==> src/logic/nw_pkg.sv <==
package nw_pkg;

    localparam int SEQ_LEN = 16;
    localparam int POS_W   = $clog2(SEQ_LEN);        // Bits for a position inside one sequence
    localparam int INDEX_W = $clog2(SEQ_LEN + 1);    // Matrix index 0..SEQ_LEN
    localparam int ADDR_W  = 2 * POS_W;
    localparam int SCORE_W = 8;                      // Covers -4*SEQ_LEN up to SEQ_LEN

    typedef logic [2:0]               symbol_t;
    typedef logic [2:0]               arrow_t;
    typedef logic [INDEX_W-1:0]       index_t;
    typedef logic [ADDR_W-1:0]        addr_t;
    typedef logic signed [SCORE_W-1:0] score_t;

    // Nucleotide codes
    localparam symbol_t SYM_A = 3'b000;
    localparam symbol_t SYM_C = 3'b001;
    localparam symbol_t SYM_G = 3'b010;
    localparam symbol_t SYM_T = 3'b011;
    localparam symbol_t DASH  = 3'b111;              // Gap in the aligned output

    // One-hot traceback directions
    localparam arrow_t ARROW_DIAG = 3'b001;
    localparam arrow_t ARROW_UP   = 3'b010;
    localparam arrow_t ARROW_LEFT = 3'b100;

    // Linear gap scoring
    localparam score_t MATCH_SCORE    = 8'sd1;
    localparam score_t MISMATCH_SCORE = -8'sd1;
    localparam score_t GAP_SCORE      = -8'sd2;

    typedef enum logic [1:0] {
        IDLE,
        READ,
        STEP,
        FINISH
    } trace_state_t;

endpackage

==> src/logic/nw_trace_if.sv <==
`timescale 1ns/1ps

interface nw_trace_if;

    logic            step;       // Qualifies the other four
    nw_pkg::arrow_t  arrow;
    nw_pkg::symbol_t sym_a;
    nw_pkg::symbol_t sym_b;
    logic            last;       // Step into the origin

    modport tracer (
        output step, arrow, sym_a, sym_b, last
    );

    modport emitter (
        input step, arrow, sym_a, sym_b, last
    );

endinterface

==> src/logic/nw_align_emit.sv <==
`timescale 1ns/1ps

module nw_align_emit (
    input  logic            clk,
    input  logic            rst,
    input  logic            start,
    nw_trace_if.emitter     trace,
    output logic            out_valid,
    output nw_pkg::symbol_t out_a,
    output nw_pkg::symbol_t out_b,
    output nw_pkg::score_t  final_score,
    output logic            done
);

    nw_pkg::score_t delta;

    always_comb begin
        case (trace.arrow)
            nw_pkg::ARROW_DIAG: delta = (trace.sym_a == trace.sym_b) ? nw_pkg::MATCH_SCORE
                                                                     : nw_pkg::MISMATCH_SCORE;
            nw_pkg::ARROW_UP,
            nw_pkg::ARROW_LEFT: delta = nw_pkg::GAP_SCORE;
            default:            delta = '0;
        endcase
    end

    always_ff @(posedge clk or posedge rst) begin
        if (rst) begin
            out_valid   <= 1'b0;
            done        <= 1'b0;
            final_score <= '0;
        end else begin
            out_valid <= trace.step;
            done      <= trace.step && trace.last;
            if (start) begin
                final_score <= '0;         // New run
            end else if (trace.step) begin
                final_score <= final_score + delta;
            end
        end
    end

    // Aligned pair, dash on the gapped side
    always_ff @(posedge clk) begin
        if (trace.step) begin
            case (trace.arrow)
                nw_pkg::ARROW_DIAG: begin
                    out_a <= trace.sym_a;
                    out_b <= trace.sym_b;
                end
                nw_pkg::ARROW_UP: begin
                    out_a <= trace.sym_a;
                    out_b <= nw_pkg::DASH;
                end
                nw_pkg::ARROW_LEFT: begin
                    out_a <= nw_pkg::DASH;
                    out_b <= trace.sym_b;
                end
                default: begin
                    out_a <= nw_pkg::DASH;
                    out_b <= nw_pkg::DASH;
                end
            endcase
        end
    end

endmodule

==> src/logic/nw_aligner.sv <==
`timescale 1ns/1ps

module nw_aligner (
    input  logic            clk,
    input  logic            rst,
    input  logic            load_a,
    input  logic            load_b,
    input  nw_pkg::index_t  load_idx,
    input  nw_pkg::symbol_t load_sym,
    input  nw_pkg::index_t  len_a,
    input  nw_pkg::index_t  len_b,
    input  logic            start,
    output logic            busy,
    output logic            out_valid,
    output nw_pkg::symbol_t out_a,
    output nw_pkg::symbol_t out_b,
    output nw_pkg::score_t  final_score,
    output logic            done
);

    nw_pkg::index_t  fill_i;
    nw_pkg::index_t  fill_j;
    nw_pkg::symbol_t fill_a;
    nw_pkg::symbol_t fill_b;
    nw_pkg::index_t  trace_i;
    nw_pkg::index_t  trace_j;
    nw_pkg::symbol_t trace_a;
    nw_pkg::symbol_t trace_b;
    logic            wr_en;
    nw_pkg::addr_t   wr_addr;
    nw_pkg::arrow_t  wr_arrow;
    logic            rd_en;
    nw_pkg::addr_t   rd_addr;
    nw_pkg::arrow_t  rd_arrow;
    logic            fill_done;
    logic            filling;
    logic            tracing;
    logic            run_start;

    nw_trace_if trace_bus ();

    assign busy      = filling | tracing;
    assign run_start = start & ~busy;      // Drop start during a run

    nw_seq_buffer u_seq_buffer (
        .clk(clk), .rst(rst), .load_a(load_a), .load_b(load_b),
        .load_idx(load_idx), .load_sym(load_sym),
        .fill_i(fill_i), .fill_j(fill_j), .trace_i(trace_i), .trace_j(trace_j),
        .fill_a(fill_a), .fill_b(fill_b), .trace_a(trace_a), .trace_b(trace_b)
    );

    nw_fill_engine u_fill_engine (
        .clk(clk), .rst(rst), .start(run_start), .len_a(len_a), .len_b(len_b),
        .sym_a(fill_a), .sym_b(fill_b), .fill_i(fill_i), .fill_j(fill_j),
        .wr_en(wr_en), .wr_addr(wr_addr), .wr_arrow(wr_arrow),
        .fill_done(fill_done), .filling(filling)
    );

    nw_arrow_mem u_arrow_mem (
        .clk(clk), .wr_en(wr_en), .wr_addr(wr_addr), .wr_arrow(wr_arrow),
        .rd_en(rd_en), .rd_addr(rd_addr), .rd_arrow(rd_arrow)
    );

    nw_traceback u_traceback (
        .clk(clk), .rst(rst), .fill_done(fill_done), .len_a(len_a), .len_b(len_b),
        .rd_arrow(rd_arrow), .sym_a(trace_a), .sym_b(trace_b),
        .trace_i(trace_i), .trace_j(trace_j), .rd_en(rd_en), .rd_addr(rd_addr),
        .tracing(tracing), .trace(trace_bus.tracer)
    );

    nw_align_emit u_align_emit (
        .clk(clk), .rst(rst), .start(run_start), .trace(trace_bus.emitter),
        .out_valid(out_valid), .out_a(out_a), .out_b(out_b),
        .final_score(final_score), .done(done)
    );

endmodule

==> src/logic/nw_arrow_mem.sv <==
`timescale 1ns/1ps

module nw_arrow_mem (
    input  logic           clk,
    input  logic           wr_en,
    input  nw_pkg::addr_t  wr_addr,
    input  nw_pkg::arrow_t wr_arrow,
    input  logic           rd_en,
    input  nw_pkg::addr_t  rd_addr,
    output nw_pkg::arrow_t rd_arrow
);

    localparam int DEPTH = nw_pkg::SEQ_LEN * nw_pkg::SEQ_LEN;

    nw_pkg::arrow_t mem [DEPTH];

    always_ff @(posedge clk) begin
        if (wr_en) begin
            mem[wr_addr] <= wr_arrow;
        end
    end

    // Read data valid the cycle after rd_en
    always_ff @(posedge clk) begin
        if (rd_en) begin
            rd_arrow <= mem[rd_addr];
        end
    end

endmodule

==> src/logic/nw_fill_engine.sv <==
`timescale 1ns/1ps

module nw_fill_engine (
    input  logic            clk,
    input  logic            rst,
    input  logic            start,
    input  nw_pkg::index_t  len_a,
    input  nw_pkg::index_t  len_b,
    input  nw_pkg::symbol_t sym_a,
    input  nw_pkg::symbol_t sym_b,
    output nw_pkg::index_t  fill_i,
    output nw_pkg::index_t  fill_j,
    output logic            wr_en,
    output nw_pkg::addr_t   wr_addr,
    output nw_pkg::arrow_t  wr_arrow,
    output logic            fill_done,
    output logic            filling
);

    nw_pkg::score_t row_buf [nw_pkg::SEQ_LEN];    // Row i-1, column j at slot j-1
    nw_pkg::score_t left_score;
    nw_pkg::score_t diag_score;
    nw_pkg::score_t diag_cand;
    nw_pkg::score_t up_cand;
    nw_pkg::score_t left_cand;
    nw_pkg::score_t best;
    nw_pkg::index_t i_m1;
    nw_pkg::index_t j_m1;
    logic           active;
    logic           last_cell;
    logic           row_end;

    // Score of row 0 / column 0 at index k
    function automatic nw_pkg::score_t edge_score(input nw_pkg::index_t k);
        return nw_pkg::GAP_SCORE * $signed({3'b000, k});
    endfunction

    assign i_m1      = fill_i - nw_pkg::index_t'(1);
    assign j_m1      = fill_j - nw_pkg::index_t'(1);
    assign row_end   = (fill_j == len_b);
    assign last_cell = row_end && (fill_i == len_a);

    assign diag_cand = diag_score + ((sym_a == sym_b) ? nw_pkg::MATCH_SCORE
                                                      : nw_pkg::MISMATCH_SCORE);
    assign up_cand   = row_buf[j_m1[nw_pkg::POS_W-1:0]] + nw_pkg::GAP_SCORE;
    assign left_cand = left_score + nw_pkg::GAP_SCORE;

    // Ties resolve diagonal, then up, then left
    always_comb begin
        if (diag_cand >= up_cand && diag_cand >= left_cand) begin
            best     = diag_cand;
            wr_arrow = nw_pkg::ARROW_DIAG;
        end else if (up_cand >= left_cand) begin
            best     = up_cand;
            wr_arrow = nw_pkg::ARROW_UP;
        end else begin
            best     = left_cand;
            wr_arrow = nw_pkg::ARROW_LEFT;
        end
    end

    assign wr_en   = active;
    assign wr_addr = {i_m1[nw_pkg::POS_W-1:0], j_m1[nw_pkg::POS_W-1:0]};
    assign filling = active | fill_done;          // No busy gap before traceback starts

    always_ff @(posedge clk or posedge rst) begin
        if (rst) begin
            active    <= 1'b0;
            fill_done <= 1'b0;
            fill_i    <= '0;
            fill_j    <= '0;
        end else begin
            fill_done <= 1'b0;
            if (start && !filling) begin
                active <= 1'b1;
                fill_i <= nw_pkg::index_t'(1);
                fill_j <= nw_pkg::index_t'(1);
            end else if (active) begin
                if (last_cell) begin
                    active    <= 1'b0;
                    fill_done <= 1'b1;
                end else if (row_end) begin
                    fill_i <= fill_i + nw_pkg::index_t'(1);
                    fill_j <= nw_pkg::index_t'(1);
                end else begin
                    fill_j <= fill_j + nw_pkg::index_t'(1);
                end
            end
        end
    end

    always_ff @(posedge clk) begin
        if (start && !filling) begin
            for (int k = 0; k < nw_pkg::SEQ_LEN; k++) begin
                row_buf[k] <= edge_score(nw_pkg::index_t'(k + 1));
            end
            diag_score <= '0;
            left_score <= edge_score(nw_pkg::index_t'(1));
        end else if (active) begin
            row_buf[j_m1[nw_pkg::POS_W-1:0]] <= best;
            if (row_end) begin
                diag_score <= edge_score(fill_i);  // Column 0 of the new row's upper neighbor
                left_score <= edge_score(fill_i + nw_pkg::index_t'(1));
            end else begin
                diag_score <= row_buf[j_m1[nw_pkg::POS_W-1:0]];
                left_score <= best;
            end
        end
    end

endmodule

==> src/logic/nw_seq_buffer.sv <==
`timescale 1ns/1ps

module nw_seq_buffer (
    input  logic            clk,
    input  logic            rst,
    input  logic            load_a,
    input  logic            load_b,
    input  nw_pkg::index_t  load_idx,
    input  nw_pkg::symbol_t load_sym,
    input  nw_pkg::index_t  fill_i,
    input  nw_pkg::index_t  fill_j,
    input  nw_pkg::index_t  trace_i,
    input  nw_pkg::index_t  trace_j,
    output nw_pkg::symbol_t fill_a,
    output nw_pkg::symbol_t fill_b,
    output nw_pkg::symbol_t trace_a,
    output nw_pkg::symbol_t trace_b
);

    nw_pkg::symbol_t seq_a [nw_pkg::SEQ_LEN];
    nw_pkg::symbol_t seq_b [nw_pkg::SEQ_LEN];

    nw_pkg::index_t fill_i_m1;
    nw_pkg::index_t fill_j_m1;
    nw_pkg::index_t trace_i_m1;
    nw_pkg::index_t trace_j_m1;

    // Matrix index k maps to stored position k-1
    assign fill_i_m1  = fill_i - nw_pkg::index_t'(1);
    assign fill_j_m1  = fill_j - nw_pkg::index_t'(1);
    assign trace_i_m1 = trace_i - nw_pkg::index_t'(1);
    assign trace_j_m1 = trace_j - nw_pkg::index_t'(1);

    always_ff @(posedge clk or posedge rst) begin
        if (rst) begin
            for (int k = 0; k < nw_pkg::SEQ_LEN; k++) begin
                seq_a[k] <= nw_pkg::SYM_A;
                seq_b[k] <= nw_pkg::SYM_A;
            end
        end else begin
            if (load_a) seq_a[load_idx[nw_pkg::POS_W-1:0]] <= load_sym;
            if (load_b) seq_b[load_idx[nw_pkg::POS_W-1:0]] <= load_sym;
        end
    end

    assign fill_a  = seq_a[fill_i_m1[nw_pkg::POS_W-1:0]];
    assign fill_b  = seq_b[fill_j_m1[nw_pkg::POS_W-1:0]];
    assign trace_a = seq_a[trace_i_m1[nw_pkg::POS_W-1:0]];   // Unused on row 0
    assign trace_b = seq_b[trace_j_m1[nw_pkg::POS_W-1:0]];   // Unused on column 0

endmodule

==> src/logic/nw_traceback.sv <==
`timescale 1ns/1ps

module nw_traceback (
    input  logic            clk,
    input  logic            rst,
    input  logic            fill_done,
    input  nw_pkg::index_t  len_a,
    input  nw_pkg::index_t  len_b,
    input  nw_pkg::arrow_t  rd_arrow,
    input  nw_pkg::symbol_t sym_a,
    input  nw_pkg::symbol_t sym_b,
    output nw_pkg::index_t  trace_i,
    output nw_pkg::index_t  trace_j,
    output logic            rd_en,
    output nw_pkg::addr_t   rd_addr,
    output logic            tracing,
    nw_trace_if.tracer      trace
);

    nw_pkg::trace_state_t state;
    nw_pkg::index_t       pos_i;
    nw_pkg::index_t       pos_j;
    nw_pkg::index_t       pos_i_m1;
    nw_pkg::index_t       pos_j_m1;
    nw_pkg::index_t       next_i;
    nw_pkg::index_t       next_j;
    nw_pkg::arrow_t       move;
    logic                 on_edge;
    logic                 at_origin;

    assign pos_i_m1 = pos_i - nw_pkg::index_t'(1);
    assign pos_j_m1 = pos_j - nw_pkg::index_t'(1);
    assign on_edge  = (pos_i == '0) || (pos_j == '0);

    assign rd_en   = (state == nw_pkg::READ) && !on_edge;   // Boundary cells need no lookup
    assign rd_addr = {pos_i_m1[nw_pkg::POS_W-1:0], pos_j_m1[nw_pkg::POS_W-1:0]};

    always_comb begin
        if (pos_i == '0)      move = nw_pkg::ARROW_LEFT;
        else if (pos_j == '0) move = nw_pkg::ARROW_UP;
        else                  move = rd_arrow;
    end

    always_comb begin
        next_i = pos_i;
        next_j = pos_j;
        case (move)
            nw_pkg::ARROW_DIAG: begin
                next_i = pos_i_m1;
                next_j = pos_j_m1;
            end
            nw_pkg::ARROW_UP:   next_i = pos_i_m1;
            nw_pkg::ARROW_LEFT: next_j = pos_j_m1;
            default: ;
        endcase
    end

    assign at_origin = (next_i == '0) && (next_j == '0);

    assign trace.step  = (state == nw_pkg::STEP);
    assign trace.arrow = move;
    assign trace.sym_a = sym_a;
    assign trace.sym_b = sym_b;
    assign trace.last  = (state == nw_pkg::STEP) && at_origin;

    assign trace_i = pos_i;
    assign trace_j = pos_j;
    assign tracing = (state != nw_pkg::IDLE);

    always_ff @(posedge clk or posedge rst) begin
        if (rst) begin
            state <= nw_pkg::IDLE;
            pos_i <= '0;
            pos_j <= '0;
        end else begin
            case (state)
                nw_pkg::IDLE: begin
                    if (fill_done) begin
                        pos_i <= len_a;            // Start at bottom-right corner
                        pos_j <= len_b;
                        state <= nw_pkg::READ;
                    end
                end
                nw_pkg::READ: state <= nw_pkg::STEP;
                nw_pkg::STEP: begin
                    pos_i <= next_i;
                    pos_j <= next_j;
                    state <= at_origin ? nw_pkg::FINISH : nw_pkg::READ;
                end
                default: state <= nw_pkg::IDLE;
            endcase
        end
    end

endmodule

==> config.mk <==
export PLATFORM = sky130hd
export DESIGN_NAME = nw_aligner
export DESIGN_NICKNAME = d
export VERILOG_FILES = /design/src/logic/nw_pkg.sv /design/src/logic/nw_trace_if.sv /design/src/logic/nw_align_emit.sv /design/src/logic/nw_aligner.sv /design/src/logic/nw_arrow_mem.sv /design/src/logic/nw_fill_engine.sv /design/src/logic/nw_seq_buffer.sv /design/src/logic/nw_traceback.sv
export SDC_FILE = /design/constraint.sdc
export NUM_CORES = 2
export LEC_CHECK = 0
export ABC_AREA = 1
export BUFFER_PORTS_ARGS = -buffer_cell sky130_fd_sc_hd__buf_2
export CAP_MARGIN = 20
export CELL_PAD_IN_SITES_DETAIL_PLACEMENT = 0
export CELL_PAD_IN_SITES_GLOBAL_PLACEMENT = 1
export CORE_MARGIN = 5
export CORE_UTILIZATION = 55
export DETAILED_ROUTE_END_ITERATION = 8
export GPL_TIMING_DRIVEN = 1
export PLACE_DENSITY = 0.89
export REMOVE_ABC_BUFFERS = 1
export SYNTH_ARGS = -nofsm -noshare
export SYNTH_HDL_FRONTEND = slang
export SYNTH_SLANG_ARGS = --single-unit
==> constraint.sdc <==
create_clock -name clk -period 23.4 [get_ports clk]
set_input_delay 4.68 -clock clk [delete_from_list [all_inputs] [get_ports clk]]
set_output_delay 4.68 -clock clk [all_outputs]
set_load 0.1 [all_outputs]
==> metrics.yaml <==
status: "complete, no violations"
hold_viol: 0
critPathMaxFanout: 100
place_inst: 5695
grt_overflow: 0
setup_viol: 0
synth_most_common_cell: "nand2_1"
max_freq_mhz: 119
fp.dieW_um: 305
n_fill_cell: 7178
period_needed_ns: 8.39
yosys-top-cells-area: "edfxtp_1 (57%), nand2_1 (7.5%), dfrtp_1 (6.8%)"
async_flop_share_pct: 12.4
grt_pass1_wl_um: 194000
drt_iter0_drc: 4081
antenna_cells: 0
min_path_type: "flop to flop"
place_congestion: 0.864
cts_hold_buf: 0
synth_common_cells: "nand2_1 (955), edfxtp_1 (905), nor2_1 (863), o21ai_0 (610), nand3_1 (317)"
cts_root_buf: "clkbuf_16"
final_cells: 5899
critPathTopFamily: "buffers and inverters"
cts_tree: "built"
route.detailed.drc: 0
cts_buffers: 108
core_area_um2: 86600
syn_area_per_cell_um2: 10.0
rsz0062_at_grt: "false"
grt_pass1_vias: 33500
setup_tns_ns: 0
rows: 108
synth_ff_type: "edfxtp_1"
antenna_found_initial: 1
synth_area_um2: 47900
initial_core_util_pct: 55.3
worstSkewPairLatency_ns: 0.70
synthDistinctLibCells: 50
critPathMostFrequentCell: "nand2_1"
maxCapViolations: 0
nets: 4735
track_usage_pct: 26.7
critical_path.slowest_cell: "ha_1"
slew_headroom_pct: 21.6
vias: 35000
ant_nets: 0
io_buffers: 38
via_per_inst: 5.93
wl_per_cell_um: 21.6
worstPathArrival_ns: 8.75
cts_sinks: 1051
placed_cell_area_um2: 48600
fp.dieH_um: 305
cts_setup_buffers: 0
cts_resized: 0
whs_ns: 0.491
dpl.hpwl_um: 72800
die-area_um2: 93000
cp-start-kind: "flop"
area_growth_pct: 8.80
pin_count: 40
final_area_um2: 52100
max_stage_delay_ns: 0.89
endpoint_kind: "flop"
tightestPinTransition_ns: 1.18
yosysTopAreaCell: "edfxtp_1"
worstPathRequired_ns: 23.76
clkTransAtPathRegs_ns: 0.06
ys_seq_area_share_pct: 64.2
worstSetupPathType: "flop to flop"
ys_warn_count: 0
grt_start_max_net_pins: 257
timing.critical_path.buf_inv: 7
synth-edff-count: 905
firstDrtPassIters: 6
drive_gt1_share_pct: 6.45
fin_skew_ns: 0.0302
netlist.area_leader.share_pct: 56.8
netlist_instances: 4779
drv_slew: 0
ys_ff_latch: 1051
fin_crit_sh_pct: 35.8
wl_um: 128000
clock_path_buffers: 3
htreeDepth: 3
[flip-flops by register name, indices dropped and copies added, names as in the netlist, 2 cells and up]
signal	count
u_align_emit.final_score	8
u_align_emit.out_a	3
u_align_emit.out_b	3
u_arrow_mem.mem	768
u_arrow_mem.rd_arrow	3
u_fill_engine.diag_score	8
u_fill_engine.fill_i	5
u_fill_engine.fill_j	5
u_fill_engine.left_score	8
u_fill_engine.row_buf	128
u_seq_buffer.seq_a	48
u_seq_buffer.seq_b	48
u_traceback.state	2
u_traceback.trace_i	5
u_traceback.trace_j	5
[final timing paths]
check                           cells after the start  slack, ns                                  to                                 from
worst max register to register                     31      15.01   u_arrow_mem.mem[161][2]$_DFFE_PP_  u_fill_engine.fill_i[0]$_DFFE_PP0P_
worst min register to register                      2       0.49   u_seq_buffer.seq_a[9]$_DFFE_PP0P_    u_seq_buffer.seq_a[9]$_DFFE_PP0P_
max in group asynchronous                           4      17.57  u_traceback.trace_j[0]$_DFFE_PP0P_                                  rst
min in group asynchronous                           2       3.98  u_seq_buffer.seq_b[26]$_DFFE_PP0P_                                  rst
worst max-delay path                               31      15.01   u_arrow_mem.mem[161][2]$_DFFE_PP_  u_fill_engine.fill_i[0]$_DFFE_PP0P_
worst min-delay path                                2       0.49   u_seq_buffer.seq_a[9]$_DFFE_PP0P_    u_seq_buffer.seq_a[9]$_DFFE_PP0P_
[tightest hold or removal path, cell delays in order, from the launching register on]
cell,delay (ns)
dfrtp_1,0.35
nand2_1,0.05
o21ai_0,0.06
[metal layers]
| layer | up-vias | global-route usage, % | routed length (µm) |
|---|---|---|---|
| li1 | 16300 | - | - |
| met1 | 16700 | 37.1 | 51900 |
| met2 | 1657 | 43.6 | 60000 |
| met3 | 258 | 4.53 | 11300 |
| met4 | 0 | 8.77 | 4470 |
| met5 | - | 0 | 0 |
[cells in the final DEF, fill, tap and decap left out, types with 34 or more instances in the layout]
master     count
a21oi_1       59
buf_2         38
buf_4         37
clkbuf_16    108
clkinv_1      35
dfrtp_1      127
edfxtp_1     905
ha_1          56
inv_1        144
nand2_1      945
nand3_1      317
nand4_1       34
nor2_1       863
o21ai_0      610
o22ai_1      207
[cells by family after synthesis]
family / count (synthesis) / share of synthesized area, %
xor gates and xnor gates: 37 / 0.748
and+or+nand+nor: 2213 / 18.7
adders and majority gates: 59 / 1.57
DFF: 1051 / 64.2
buffers and inverters: 483 / 4.19
AOI/OAI and AO/OA: 936 / 10.5
[stage by stage]
| step | setup slack (ns) | util (%) |
|---|---|---|
| 2_1_floorplan | 1.21 | - |
| 3_3_place_gp | 15.22 | 56.1 |
| 3_5_place_dp | 15.19 | 56.1 |
| 4_1_cts | 15.14 | 60.1 |
| 5_1_grt | 14.51 | 60.1 |
| 6_report | 15.01 | 60.1 |
[cell type report]
| class | instances | area, µm² | share of cell area, % |
|---|---|---|---|
| repair buffers | 80 | 591 | 1.13 |
| inverters | 167 | 657 | 1.26 |
| flip-flops and latches | 1051 | 30800 | 59.1 |
| well taps | 1155 | 1450 | 2.77 |
| clock buffers | 126 | 2790 | 5.36 |
| multi-input cells | 3245 | 15200 | 29.2 |
| clock inverters | 75 | 642 | 1.23 |
Power is left out: the tool's default activity adds up to more than one toggle a clock period on the data nets, which glitch-free logic cannot reach.
